**config.mk**
```make
export PLATFORM = sky130hd
export DESIGN_NAME = core_top
export DESIGN_NICKNAME = d
export VERILOG_FILES = /design/src/design/core_pkg.sv /design/src/design/core_top.sv /design/src/design/exu.sv /design/src/design/gpr.sv /design/src/design/idu.sv /design/src/design/ifu.sv
export SDC_FILE = /design/constraint.sdc
export NUM_CORES = 2
export LEC_CHECK = 0
export BUFFER_PORTS_ARGS = -buffer_cell sky130_fd_sc_hd__buf_4
export CAP_MARGIN = 20
export CORE_MARGIN = 3
export CORE_UTILIZATION = 60
export CTS_CLUSTER_SIZE = 12
export DETAILED_ROUTE_END_ITERATION = 8
export PLACE_DENSITY = 0.78
export SYNTH_ARGS = -nofsm -noshare
export SYNTH_HDL_FRONTEND = slang
export SYNTH_SLANG_ARGS = --single-unit
```
**constraint.sdc**
```tcl
create_clock -name clk -period 11.52 [get_ports clk]
set_input_delay 3.456 -clock clk [delete_from_list [all_inputs] [get_ports clk]]
set_output_delay 3.456 -clock clk [all_outputs]
set_load 0.1 [all_outputs]
```
**src/design/core_pkg.sv**
```systemverilog
/*
 Shared definitions of the RV32I subset core:
 data and register index widths, reset pc, fetch step,
 major opcodes, funct3/funct7 codes, ALU operation enum
 and the packed instruction word union
 */

package core_pkg;

    localparam int XLEN       = 32;
    localparam int REG_ADDR_W = 5;
    localparam int NUM_REGS   = 32;

    localparam logic [XLEN-1:0] RESET_PC   = 32'h0000_0000;
    localparam logic [XLEN-1:0] INST_BYTES = 32'd4;

    // major opcodes of the kept instructions
    localparam logic [6:0] OPC_OP     = 7'b0110011;
    localparam logic [6:0] OPC_OP_IMM = 7'b0010011;
    localparam logic [6:0] OPC_LUI    = 7'b0110111;
    localparam logic [6:0] OPC_BRANCH = 7'b1100011;
    localparam logic [6:0] OPC_JAL    = 7'b1101111;

    // funct3 for OP / OP-IMM
    localparam logic [2:0] F3_ADD_SUB = 3'b000;
    localparam logic [2:0] F3_XOR     = 3'b100;
    localparam logic [2:0] F3_OR      = 3'b110;
    localparam logic [2:0] F3_AND     = 3'b111;

    // funct3 for BRANCH
    localparam logic [2:0] F3_BEQ = 3'b000;
    localparam logic [2:0] F3_BNE = 3'b001;

    // funct7, ALT selects SUB
    localparam logic [6:0] F7_BASE = 7'b0000000;
    localparam logic [6:0] F7_ALT  = 7'b0100000;

    typedef enum logic [2:0] {
        ALU_ADD,
        ALU_SUB,
        ALU_AND,
        ALU_OR,
        ALU_XOR,
        ALU_PASS_B
    } alu_op_e;

    // one instruction word, seen in each encoding format
    typedef union packed {
        struct packed {
            logic [6:0] funct7;
            logic [4:0] rs2;
            logic [4:0] rs1;
            logic [2:0] funct3;
            logic [4:0] rd;
            logic [6:0] opcode;
        } r;
        struct packed {
            logic [11:0] imm_11_0;
            logic [4:0]  rs1;
            logic [2:0]  funct3;
            logic [4:0]  rd;
            logic [6:0]  opcode;
        } i;
        struct packed {
            logic       imm_12;
            logic [5:0] imm_10_5;
            logic [4:0] rs2;
            logic [4:0] rs1;
            logic [2:0] funct3;
            logic [3:0] imm_4_1;
            logic       imm_11;
            logic [6:0] opcode;
        } b;
        struct packed {
            logic [19:0] imm_31_12;
            logic [4:0]  rd;
            logic [6:0]  opcode;
        } u;
        struct packed {
            logic       imm_20;
            logic [9:0] imm_10_1;
            logic       imm_11;
            logic [7:0] imm_19_12;
            logic [4:0] rd;
            logic [6:0] opcode;
        } j;
    } rv_inst_u;

endpackage
```
**src/design/core_top.sv**
```systemverilog
/*
 Core top level:
 fetch, decode, register file and execute wired
 into a three-stage pipeline with fetch and commit ports
 */

`timescale 1ns/1ps

module core_top (
    input  logic                            clk,
    input  logic                            arst_n_i,

    input  logic [core_pkg::XLEN-1:0]       inst_i,
    output logic [core_pkg::XLEN-1:0]       inst_addr_o,

    output logic                            commit_valid_o,
    output logic [core_pkg::XLEN-1:0]       commit_pc_o,
    output logic                            commit_we_o,
    output logic [core_pkg::REG_ADDR_W-1:0] commit_rd_o,
    output logic [core_pkg::XLEN-1:0]       commit_wdata_o
);

    // IF/ID
    logic                            if_valid;
    logic [core_pkg::XLEN-1:0]       if_inst;
    logic [core_pkg::XLEN-1:0]       if_pc;

    // register file read
    logic [core_pkg::REG_ADDR_W-1:0] rs1_addr;
    logic [core_pkg::REG_ADDR_W-1:0] rs2_addr;
    logic [core_pkg::XLEN-1:0]       rs1_data;
    logic [core_pkg::XLEN-1:0]       rs2_data;

    // ID/EX
    logic                            ex_valid;
    logic [core_pkg::XLEN-1:0]       ex_pc;
    core_pkg::alu_op_e               ex_alu_op;
    logic [core_pkg::XLEN-1:0]       ex_op_a;
    logic [core_pkg::XLEN-1:0]       ex_op_b;
    logic [core_pkg::XLEN-1:0]       ex_imm;
    logic [core_pkg::REG_ADDR_W-1:0] ex_rd;
    logic                            ex_we;
    logic                            ex_branch;
    logic                            ex_bne;
    logic                            ex_jal;

    // EX results
    logic                            jump_flag;
    logic [core_pkg::XLEN-1:0]       jump_addr;

    ifu u_ifu (
        .clk        (clk),
        .arst_n_i   (arst_n_i),
        .jump_flag_i(jump_flag),
        .jump_addr_i(jump_addr),
        .inst_i     (inst_i),
        .inst_addr_o(inst_addr_o),
        .if_valid_o (if_valid),
        .if_inst_o  (if_inst),
        .if_pc_o    (if_pc)
    );

    idu u_idu (
        .clk        (clk),
        .arst_n_i   (arst_n_i),
        .jump_flag_i(jump_flag),
        .if_valid_i (if_valid),
        .if_inst_i  (if_inst),
        .if_pc_i    (if_pc),
        .rs1_addr_o (rs1_addr),
        .rs2_addr_o (rs2_addr),
        .rs1_data_i (rs1_data),
        .rs2_data_i (rs2_data),
        .ex_valid_o (ex_valid),
        .ex_pc_o    (ex_pc),
        .ex_alu_op_o(ex_alu_op),
        .ex_op_a_o  (ex_op_a),
        .ex_op_b_o  (ex_op_b),
        .ex_imm_o   (ex_imm),
        .ex_rd_o    (ex_rd),
        .ex_we_o    (ex_we),
        .ex_branch_o(ex_branch),
        .ex_bne_o   (ex_bne),
        .ex_jal_o   (ex_jal)
    );

    // write port is the commit port
    gpr u_gpr (
        .clk     (clk),
        .arst_n_i(arst_n_i),
        .we_i    (commit_we_o),
        .waddr_i (commit_rd_o),
        .wdata_i (commit_wdata_o),
        .raddr1_i(rs1_addr),
        .raddr2_i(rs2_addr),
        .rdata1_o(rs1_data),
        .rdata2_o(rs2_data)
    );

    exu u_exu (
        .clk           (clk),
        .arst_n_i      (arst_n_i),
        .ex_valid_i    (ex_valid),
        .ex_pc_i       (ex_pc),
        .ex_alu_op_i   (ex_alu_op),
        .ex_op_a_i     (ex_op_a),
        .ex_op_b_i     (ex_op_b),
        .ex_imm_i      (ex_imm),
        .ex_rd_i       (ex_rd),
        .ex_we_i       (ex_we),
        .ex_branch_i   (ex_branch),
        .ex_bne_i      (ex_bne),
        .ex_jal_i      (ex_jal),
        .jump_flag_o   (jump_flag),
        .jump_addr_o   (jump_addr),
        .rd_we_o       (commit_we_o),
        .rd_addr_o     (commit_rd_o),
        .rd_wdata_o    (commit_wdata_o),
        .commit_valid_o(commit_valid_o),
        .commit_pc_o   (commit_pc_o)
    );

endmodule

```
**src/design/exu.sv**
```systemverilog
/*
 Execute unit:
 ALU, BEQ/BNE compare, jump target and JAL link value,
 register write-back and commit outputs
 */

`timescale 1ns/1ps

module exu
    import core_pkg::*;
(
    input  logic                  clk,
    input  logic                  arst_n_i,

    input  logic                  ex_valid_i,
    input  logic [XLEN-1:0]       ex_pc_i,
    input  alu_op_e               ex_alu_op_i,
    input  logic [XLEN-1:0]       ex_op_a_i,
    input  logic [XLEN-1:0]       ex_op_b_i,
    input  logic [XLEN-1:0]       ex_imm_i,
    input  logic [REG_ADDR_W-1:0] ex_rd_i,
    input  logic                  ex_we_i,
    input  logic                  ex_branch_i,
    input  logic                  ex_bne_i,
    input  logic                  ex_jal_i,

    output logic                  jump_flag_o,
    output logic [XLEN-1:0]       jump_addr_o,

    output logic                  rd_we_o,
    output logic [REG_ADDR_W-1:0] rd_addr_o,
    output logic [XLEN-1:0]       rd_wdata_o,

    output logic                  commit_valid_o,
    output logic [XLEN-1:0]       commit_pc_o
);

    logic [XLEN-1:0] alu_res;
    logic            op_equal;
    logic            br_taken;

    always_comb begin
        case (ex_alu_op_i)
            ALU_ADD:    alu_res = ex_op_a_i + ex_op_b_i;
            ALU_SUB:    alu_res = ex_op_a_i - ex_op_b_i;
            ALU_AND:    alu_res = ex_op_a_i & ex_op_b_i;
            ALU_OR:     alu_res = ex_op_a_i | ex_op_b_i;
            ALU_XOR:    alu_res = ex_op_a_i ^ ex_op_b_i;
            ALU_PASS_B: alu_res = ex_op_b_i;
            default:    alu_res = ex_op_a_i + ex_op_b_i;
        endcase
    end

    // op_b holds rs2 for branches
    assign op_equal = (ex_op_a_i == ex_op_b_i);
    assign br_taken = ex_branch_i && (ex_bne_i ? !op_equal : op_equal);

    assign jump_flag_o = ex_valid_i && (br_taken || ex_jal_i);
    assign jump_addr_o = ex_pc_i + ex_imm_i;

    // link value for JAL
    assign rd_we_o    = ex_valid_i && ex_we_i;
    assign rd_addr_o  = ex_rd_i;
    assign rd_wdata_o = ex_jal_i ? ex_pc_i + INST_BYTES : alu_res;

    assign commit_valid_o = ex_valid_i;
    assign commit_pc_o    = ex_pc_i;

    a_target_aligned: assert property (
        @(posedge clk) disable iff (!arst_n_i)
        jump_flag_o |-> jump_addr_o[1:0] == 2'b00
    ) else $error("exu: jump target %h not word aligned", jump_addr_o);

    // the slot right behind a jump was flushed in ID
    a_flush_next: assert property (
        @(posedge clk) disable iff (!arst_n_i)
        jump_flag_o |=> !commit_valid_o
    ) else $error("exu: instruction behind a jump committed");

endmodule

```
**src/design/gpr.sv**
```systemverilog
/*
 General-purpose register file:
 32 x XLEN, x0 hard-wired to zero,
 two combinational read ports with write-through
 */

`timescale 1ns/1ps

module gpr
    import core_pkg::*;
(
    input  logic                  clk,
    input  logic                  arst_n_i,

    input  logic                  we_i,
    input  logic [REG_ADDR_W-1:0] waddr_i,
    input  logic [XLEN-1:0]       wdata_i,

    input  logic [REG_ADDR_W-1:0] raddr1_i,
    input  logic [REG_ADDR_W-1:0] raddr2_i,
    output logic [XLEN-1:0]       rdata1_o,
    output logic [XLEN-1:0]       rdata2_o
);

    logic [XLEN-1:0] regs_q [NUM_REGS];

    always_ff @(posedge clk or negedge arst_n_i) begin
        if (!arst_n_i) begin
            for (int i = 0; i < NUM_REGS; i++) begin
                regs_q[i] <= '0;
            end
        end else if (we_i && waddr_i != '0) begin
            regs_q[waddr_i] <= wdata_i;
        end
    end

    // bypass EX write data so ID sees it in the same cycle
    assign rdata1_o = (raddr1_i == '0)                ? '0      :
                      (we_i && waddr_i == raddr1_i)   ? wdata_i :
                                                        regs_q[raddr1_i];

    assign rdata2_o = (raddr2_i == '0)                ? '0      :
                      (we_i && waddr_i == raddr2_i)   ? wdata_i :
                                                        regs_q[raddr2_i];

    a_wdata_known: assert property (
        @(posedge clk) disable iff (!arst_n_i)
        we_i |-> !$isunknown(wdata_i)
    ) else $error("gpr: unknown write data to x%0d", waddr_i);

endmodule

```
**src/design/idu.sv**
```systemverilog
/*
 Instruction decode unit:
 register file read addresses, immediate generation per format,
 ALU op and operand selection, and the ID/EX register
 */

`timescale 1ns/1ps

module idu
    import core_pkg::*;
(
    input  logic                  clk,
    input  logic                  arst_n_i,

    input  logic                  jump_flag_i,

    input  logic                  if_valid_i,
    input  logic [XLEN-1:0]       if_inst_i,
    input  logic [XLEN-1:0]       if_pc_i,

    // register file read port
    output logic [REG_ADDR_W-1:0] rs1_addr_o,
    output logic [REG_ADDR_W-1:0] rs2_addr_o,
    input  logic [XLEN-1:0]       rs1_data_i,
    input  logic [XLEN-1:0]       rs2_data_i,

    // execute fields
    output logic                  ex_valid_o,
    output logic [XLEN-1:0]       ex_pc_o,
    output alu_op_e               ex_alu_op_o,
    output logic [XLEN-1:0]       ex_op_a_o,
    output logic [XLEN-1:0]       ex_op_b_o,
    output logic [XLEN-1:0]       ex_imm_o,
    output logic [REG_ADDR_W-1:0] ex_rd_o,
    output logic                  ex_we_o,
    output logic                  ex_branch_o,
    output logic                  ex_bne_o,
    output logic                  ex_jal_o
);

    rv_inst_u        inst;
    logic            fire;

    logic [XLEN-1:0] imm_i;
    logic [XLEN-1:0] imm_b;
    logic [XLEN-1:0] imm_u;
    logic [XLEN-1:0] imm_j;

    alu_op_e         dec_alu_op;
    logic            dec_use_imm;
    logic [XLEN-1:0] dec_imm;
    logic            dec_we;
    logic            dec_branch;
    logic            dec_bne;
    logic            dec_jal;

    assign inst = if_inst_i;
    assign fire = if_valid_i && !jump_flag_i;

    assign rs1_addr_o = inst.r.rs1;
    assign rs2_addr_o = inst.r.rs2;

    // sign-extended immediates
    assign imm_i = {{20{inst.i.imm_11_0[11]}}, inst.i.imm_11_0};
    assign imm_b = {{19{inst.b.imm_12}}, inst.b.imm_12, inst.b.imm_11,
                    inst.b.imm_10_5, inst.b.imm_4_1, 1'b0};
    assign imm_u = {inst.u.imm_31_12, 12'b0};
    assign imm_j = {{11{inst.j.imm_20}}, inst.j.imm_20, inst.j.imm_19_12,
                    inst.j.imm_11, inst.j.imm_10_1, 1'b0};

    always_comb begin
        dec_alu_op  = ALU_ADD;
        dec_use_imm = 1'b0;
        dec_imm     = '0;
        dec_we      = 1'b0;
        dec_branch  = 1'b0;
        dec_bne     = 1'b0;
        dec_jal     = 1'b0;
        case (inst.r.opcode)
            OPC_OP: begin
                dec_we = 1'b1;
                case (inst.r.funct3)
                    F3_ADD_SUB: dec_alu_op = (inst.r.funct7 == F7_ALT) ? ALU_SUB : ALU_ADD;
                    F3_XOR:     dec_alu_op = ALU_XOR;
                    F3_OR:      dec_alu_op = ALU_OR;
                    F3_AND:     dec_alu_op = ALU_AND;
                    default:    dec_we = 1'b0;
                endcase
                // only SUB uses the alternate funct7
                if (inst.r.funct7 != F7_BASE &&
                    !(inst.r.funct7 == F7_ALT && inst.r.funct3 == F3_ADD_SUB)) begin
                    dec_we = 1'b0;
                end
            end
            OPC_OP_IMM: begin
                dec_we      = 1'b1;
                dec_use_imm = 1'b1;
                dec_imm     = imm_i;
                case (inst.i.funct3)
                    F3_ADD_SUB: dec_alu_op = ALU_ADD;
                    F3_XOR:     dec_alu_op = ALU_XOR;
                    F3_OR:      dec_alu_op = ALU_OR;
                    F3_AND:     dec_alu_op = ALU_AND;
                    default:    dec_we = 1'b0;
                endcase
            end
            OPC_LUI: begin
                dec_we      = 1'b1;
                dec_use_imm = 1'b1;
                dec_imm     = imm_u;
                dec_alu_op  = ALU_PASS_B;
            end
            OPC_BRANCH: begin
                dec_imm    = imm_b;
                dec_branch = (inst.b.funct3 == F3_BEQ) || (inst.b.funct3 == F3_BNE);
                dec_bne    = (inst.b.funct3 == F3_BNE);
            end
            OPC_JAL: begin
                dec_we  = 1'b1;
                dec_jal = 1'b1;
                dec_imm = imm_j;
            end
            // anything else retires as a no-op
            default: ;
        endcase
    end

    always_ff @(posedge clk or negedge arst_n_i) begin
        if (!arst_n_i) begin
            ex_valid_o  <= 1'b0;
            ex_we_o     <= 1'b0;
            ex_branch_o <= 1'b0;
            ex_jal_o    <= 1'b0;
        end else begin
            ex_valid_o  <= fire;
            ex_we_o     <= fire && dec_we;
            ex_branch_o <= fire && dec_branch;
            ex_jal_o    <= fire && dec_jal;
        end
    end

    always_ff @(posedge clk) begin
        ex_pc_o     <= if_pc_i;
        ex_alu_op_o <= dec_alu_op;
        ex_op_a_o   <= rs1_data_i;
        ex_op_b_o   <= dec_use_imm ? dec_imm : rs2_data_i;
        ex_imm_o    <= dec_imm;
        ex_rd_o     <= inst.r.rd;
        ex_bne_o    <= dec_bne;
    end

    // flushed or empty slots must reach EX without a register write
    a_bubble_no_we: assert property (
        @(posedge clk) disable iff (!arst_n_i)
        (!if_valid_i || jump_flag_i) |=> (!ex_valid_o && !ex_we_o)
    ) else $error("idu: bubble in EX carries a write enable");

endmodule

```
**src/design/ifu.sv**
```systemverilog
/*
 Instruction fetch unit:
 pc register with next-pc selection (pc+4 or jump target)
 and the IF/ID register holding the fetched word and its pc
 */

`timescale 1ns/1ps

module ifu
    import core_pkg::*;
(
    input  logic            clk,
    input  logic            arst_n_i,

    input  logic            jump_flag_i,
    input  logic [XLEN-1:0] jump_addr_i,

    // combinational instruction memory port
    input  logic [XLEN-1:0] inst_i,
    output logic [XLEN-1:0] inst_addr_o,

    output logic            if_valid_o,
    output logic [XLEN-1:0] if_inst_o,
    output logic [XLEN-1:0] if_pc_o
);

    logic [XLEN-1:0] pc_q;
    logic [XLEN-1:0] pc_next;

    // a resolved jump in EX overrides sequential fetch
    assign pc_next     = jump_flag_i ? jump_addr_i : pc_q + INST_BYTES;
    assign inst_addr_o = pc_q;

    always_ff @(posedge clk or negedge arst_n_i) begin
        if (!arst_n_i) begin
            pc_q       <= RESET_PC;
            if_valid_o <= 1'b0;
        end else begin
            pc_q       <= pc_next;
            // word fetched this cycle is on the wrong path
            if_valid_o <= !jump_flag_i;
        end
    end

    always_ff @(posedge clk) begin
        if_inst_o <= inst_i;
        if_pc_o   <= pc_q;
    end

    // targets come from EX, so this also covers the decoded offsets
    a_pc_aligned: assert property (
        @(posedge clk) disable iff (!arst_n_i)
        inst_addr_o[1:0] == 2'b00
    ) else $error("ifu: fetch address %h not word aligned", inst_addr_o);

endmodule

```
# Word-level counts from Yosys, hierarchy flattened
# Cells that the tools add are included.
# classes
add_sub_neg	5
order_cmp	4
eq_ne	18
mux	28
n_bitwise	6
reduce_logical	26
# op_table
op	n
$bwmux 1024	1
$mux 32	11
$bmux 32 s5	2
$demux 32 s5	1
$pmux 32 s5	1
$pmux 32 s4	1
$add 32x3->32 const B	2
$add 32x32->32	2
$and 32x32->32	1
$eq 32x32->1	1
$or 32x32->32	1
$sub 32x32->32	1
$xor 32x32->32	1
$eq 7x6->1 const B	3
$ge 6x6->1 const B	3
$not 5->6	3
$pmux 3 s3	2
$eq 3x3->1 const B	5
$eq 7x7->1 const B	2
$logic_and 1x1->1	13
$pmux 3 s4	1
$eq 5x5->1	2
$logic_not 5->1	2
$eq 7x5->1 const B	1
12 further kinds	24
# totals
register_bits	1262
in_bits	34
out_inout_bits	103
word_cells	134

# Logic depth before layout (Yosys ltp)
# depth
word_depth	9
mapped_depth	15
ltp_nobuf	13

# Hierarchy
# From an unflattened synthesis, not the netlist that was laid out.
# hier_totals
cells_unflattened	5575
area_unflattened_um2	69635.5
# modules_own_cells
module	instances	cells_per_inst	area_each_um2	seq_area_each_um2
gpr	1	3749	54536.1	25624.6
exu	1	1276	8204.1	0.0
idu	1	298	3849.9	2842.7
ifu	1	252	3045.4	2107.0

# Worst setup path after synthesis
# Ideal clock, no wire load.
# synth_timing
path_type	flip-flop to output port
start	register u_idu.ex_pc_o[2]
end	output port commit_wdata_o[26] (netlist name)
t_arrival_ns	4.012
required_ns	8.064
setup_slack_ns	4.052
path_stages_with_launch	9
path_buffers	1
path_cell_list	dfxtp_1 ha_1 nand4_1 nor3_1 nand2_1 nor2_1 xnor2_1 a221oi_1 clkbuf_1
# synth_between
elab_chain_len	2
# synth_lines
item	line_no	source
start: declaration	idu.sv:29	output logic [XLEN-1:0] ex_pc_o,
start signal: assignment	idu.sv:143	ex_pc_o <= if_pc_i;
$add 32x3->32	exu.sv:64	assign rd_wdata_o = ex_jal_i ? ex_pc_i + INST_BYTES : alu_res;
$mux 32	exu.sv:64	
end: declaration	core_top.sv:20	output logic [core_pkg::XLEN-1:0] commit_wdata_o
# Every way passes these cells.

# Worst setup path in the final report
# layout_timing
start	register u_idu.ex_alu_op_o[0]
end	output port commit_wdata_o[24] (netlist name)
# layout_between
elab_chain_len	3
word_cells_on_any_way	7
cone_classes	5 x eq/ne; 2 x mux
# layout_lines
item	line_no	source
start: declaration	idu.sv:30	output alu_op_e ex_alu_op_o,
start signal: assignment	idu.sv:144	ex_alu_op_o <= dec_alu_op;
$eq 3x3->1 (tied with other cells)	exu.sv:43	case (ex_alu_op_i)
$pmux 32 s5 *	exu.sv:43	
$mux 32 *	exu.sv:64	
# Mark *: on every way between the ends. The rest lies on a longest branch, timed or not.

==> impl_metrics.yaml <==
critical_path:
  crit_fanout: 46
  cp.arrival_ns: 5.21
  crit_start: "u_idu.ex_alu_op_o[0]$_SDFF_PN0_"
  rr_worst_depth: 9
  reg2reg_to: "u_idu.ex_op_a_o[10]$_SDFF_PN0_"
  start_kind: "flip-flop"
  r2r_start: "u_idu.ex_alu_op_o[0]$_SDFF_PN0_"
  crit_type: "reg -> out"
  rrSetupSlack_ns: 6.95
  worstPathRequired_ns: 8.06
  worstSetupEndpointType: "output port"
timing:
  hold_viol_final: 0
  rsz0062_at_grt: "false"
  period_needed_ns: 8.666
  tns_ns: 0
  fmax_mhz: 115.4
  max_slew_margin_pct: 21.43
  worst_clock_skew_ns: 0.02848
  tightest_slew_ns: 1.179
  setup_viol: 0
  setup_ws_ns: 2.854
  final_max_slew_viol_count: 0
  fin_crit_sh_pct: 75.23
finish:
  fill_cells: 8012
  flow.area_growth_from_synthesis_pct: 9.566
  post-route-util_pct: 66.67
  drive_gt1_share_pct: 23.90
  fin_nets: 5994
synth:
  ys_types: 90
  syn_inst: 6033
  syn_avg_cell_area_um2: 11.24
  ys_seq_elements: 1262
  synth-edff-count: 0
  async_flop_share_pct: 84.07
  syn-cell-area_um2: 67810
  synth_ff_type: "dfrtp_1"
  syn_nets: 6198
  ys_seq_area_share_pct: 45.09
  ys_warn_count: 0
min_path:
  hold_end: "u_idu.ex_pc_o[2]$_DFF_P_"
  whs_path_depth: 0
  hp-class: "reg -> reg"
  hold_start: "u_ifu.if_pc_o[2]$_DFF_P_"
global_route:
  grt_first_pass_wirelength_um: 331800
  antenna_found_initial: 4
  grt.total_usage_pct: 38.12
  grt_start_max_net_pins: 195
  grt_pass1_vias: 52760
  globalRoute.totalOverflow: 0
die:
  num_rows: 122
  die-width_um: 342.2
  die_y_um: 342.2
  start_util_pct: 60.85
  die-area_um2: 117100
  design.portCount: 137
  fp.coreArea_um2: 111400
routing:
  drtAntennaViolNets: 0
  drt_iter0_drc: 6652
  wirelength_um: 221200
  first_pass_iters: 7
  drt-wirelength-per-cell_um: 29.80
  drc: 0
  vias: 52280
  via_per_inst: 7.043
power:
  intPower_w: 0.007269
  power_density_nw_per_um2: 134.7
  p_leak_nw: 31.97
  p_clk_share_pct: 43.7
  seqPwrFrac_pct: 46.3
  swShare_pct: 27.36
  p_switching_w: 0.002738
  peakVddDrop_mv: 0.1377
  combinationalPowerShare_pct: 10.0
cts:
  cts_buffer_depth: 3
  cts-resized-gates: 0
  cts-buffers-inserted: 138
  clk_pin_slew_worst_paths_ns: 0.06
  holdBufCountCts: 0
  clkLatencyLatePin_ns: 0.78
  cts_tree: "built"
  htreeDepth: 4
  cts_num_sinks: 1262
  cts-root-buf: "clkbuf_16"
  cts_setup_buffers: 0
run:
  cap_violations: 0
placement:
  pre_cts_ws_ns: 3.799
  dp_hpwl_um: 131000
  place.gp.congestion: 1.022
  port_buffers: 136
run_status:
  status: "finished, final reports clean"
## cell usage after synthesis (all sizes together), types with 10 or more instances
master | instances | area (µm²)
a211oi | 52 | 395.4
mux2i | 44 | 440.4
nor4 | 18 | 112.6
nand3 | 49 | 245.2
and2 | 13 | 81.33
nor2b | 37 | 231.5
a221oi | 19 | 166.4
nand4 | 27 | 168.9
nand2 | 1034 | 3881
nor3b | 10 | 75.07
mux2 | 214 | 2410
mux4 | 634 | 14280
ha | 128 | 1602
dfxtp | 201 | 4024
inv | 139 | 521.8
a31oi | 13 | 81.33
nor3 | 39 | 200.2
a21oi | 168 | 840.8
nor2 | 127 | 476.7
o31ai | 19 | 142.6
xnor2 | 51 | 446.7
or3 | 11 | 68.82
xor2 | 51 | 446.7
nand2b | 24 | 150.1
dfrtp | 1061 | 26550
buf | 72 | 314.1
clkbuf | 505 | 1896
or4 | 10 | 82.58
o21a | 13 | 97.59
and3 | 24 | 150.1
a22o | 10 | 87.58
o211ai | 19 | 142.6
o2111ai | 11 | 96.34
a21o | 35 | 262.8
o21bai | 23 | 172.7
o221ai | 12 | 105.1
o22ai | 25 | 156.4
o21ai | 945 | 4838
## power by group through the flow
stage | logic (W) | clock network, W | registers (W)
4_1_cts | 0.00100 | 0.00440 | 0.00463
3_5_place_dp | 0.000998 | 0 | 0.00471
3_3_place_gp | 0.000994 | 0 | 0.00470
6_report | 0.00100 | 0.00438 | 0.00463
2_1_floorplan | 0.000439 | 0 | 0.00491
5_1_grt | 0.00106 | 0.00458 | 0.00464
## cells by family after synthesis
logic type      share of synthesized area, %
buf+inv                                4.050
compound gates                         12.71
simple gates                           9.119
mux                                    25.26
flops                                  45.09
xor+xnor                               1.318
fa+ha+maj                              2.451
## how the worst max path moves through the flow
| stage | endpoint | depth (start not counted) |
|---|---|---|
| floorplan | commit_wdata_o[26] | 8 |
| global placement | commit_wdata_o[29] | 12 |
| detailed placement | commit_wdata_o[27] | 13 |
| CTS | commit_wdata_o[27] | 13 |
| global route | commit_wdata_o[27] | 13 |
| finish | commit_wdata_o[24] | 9 |
## state kept, by name, summed over array words and instances (netlist names), 3 cells and up
signal,cells
u_gpr.regs_q,1024
u_idu.ex_alu_op_o,3
u_idu.ex_imm_o,32
u_idu.ex_op_a_o,32
u_idu.ex_op_b_o,32
u_idu.ex_pc_o,32
u_idu.ex_rd_o,5
u_ifu.if_inst_o,32
u_ifu.if_pc_o,32
u_ifu.inst_addr_o,32
## cell type report
class                   instances  area [µm²]  area share [%]
repair buffers                233        1883           2.535
flip-flops and latches       1262       30620           41.21
diodes                          2       5.005        0.006737
clock buffers                 207        4016           5.406
well taps                    1488        1862           2.506
clock inverters                37       402.9          0.5423
multi-input cells            4051       34970           47.07
inverters                     143       536.8          0.7225
## placed cells by master, fill, tap and decap left out, types with 13 or more instances in the layout
cell	synthesis	final
buf_4	0	217
ha_1	128	128
o22ai_1	25	25
nand2_1	1034	1003
mux2_2	214	214
a211oi_1	51	51
nor2b_1	37	36
o21bai_1	23	23
clkbuf_1	505	42
a221oi_1	19	17
o21ai_0	907	906
nand2b_1	24	24
clkbuf_8	0	24
mux2i_1	44	42
o21a_1	13	13
a21o_1	35	35
xnor2_1	51	51
xor2_1	51	51
o31ai_1	19	14
and3_1	24	24
nand4_1	27	27
a21oi_1	168	163
nor3_1	38	34
dfrtp_1	1061	1060
clkbuf_16	0	141
inv_1	137	137
nand2_4	0	31
dfxtp_1	201	190
mux4_2	634	634
o211ai_1	19	19
nor4_1	18	18
nand3_1	49	49
nor2_1	127	125
o21ai_2	29	36
clkinv_2	0	14
## worst max-delay path, cell delays in order, from the launching register on
cell and delay, ns:
dfxtp_2 0.77, buf_4 0.58, nor2b_2 0.85, nand2_1 0.27, buf_4 0.35, o311ai_0 0.44
o22ai_1 0.16, mux2i_2 0.21, buf_4 0.40, buf_4 0.37
## per-layer routing
metal  part of all wire [%]  up-vias  wire, µm  global-route usage (%)
met1                     36    26390     79920                   49.44
met3                     11      824     24700                   9.525
met2                     46     3387    102400                   58.92
met4                    6.4        4     14100                   21.95
li1                       -    21680         -                       -
met5                  0.032        -        70                  0.3750
## stage by stage
stage / area [µm²] / power (W) / hold slack (ns) / std cells
floorplan: 67810 / 0.005351 / 0.3096 / 6033
global placement: 69810 / 0.005698 / 0.3100 / 7171
detailed placement: 69840 / 0.005707 / 0.3121 / 7172
CTS: 74260 / 0.01003 / 0.3242 / 7416
global route: 74290 / 0.01027 / 0.3272 / 7422
finish: 74290 / 0.01001 / 0.3239 / 7423
No activity file was read; power rests on OpenSTA's default activity.
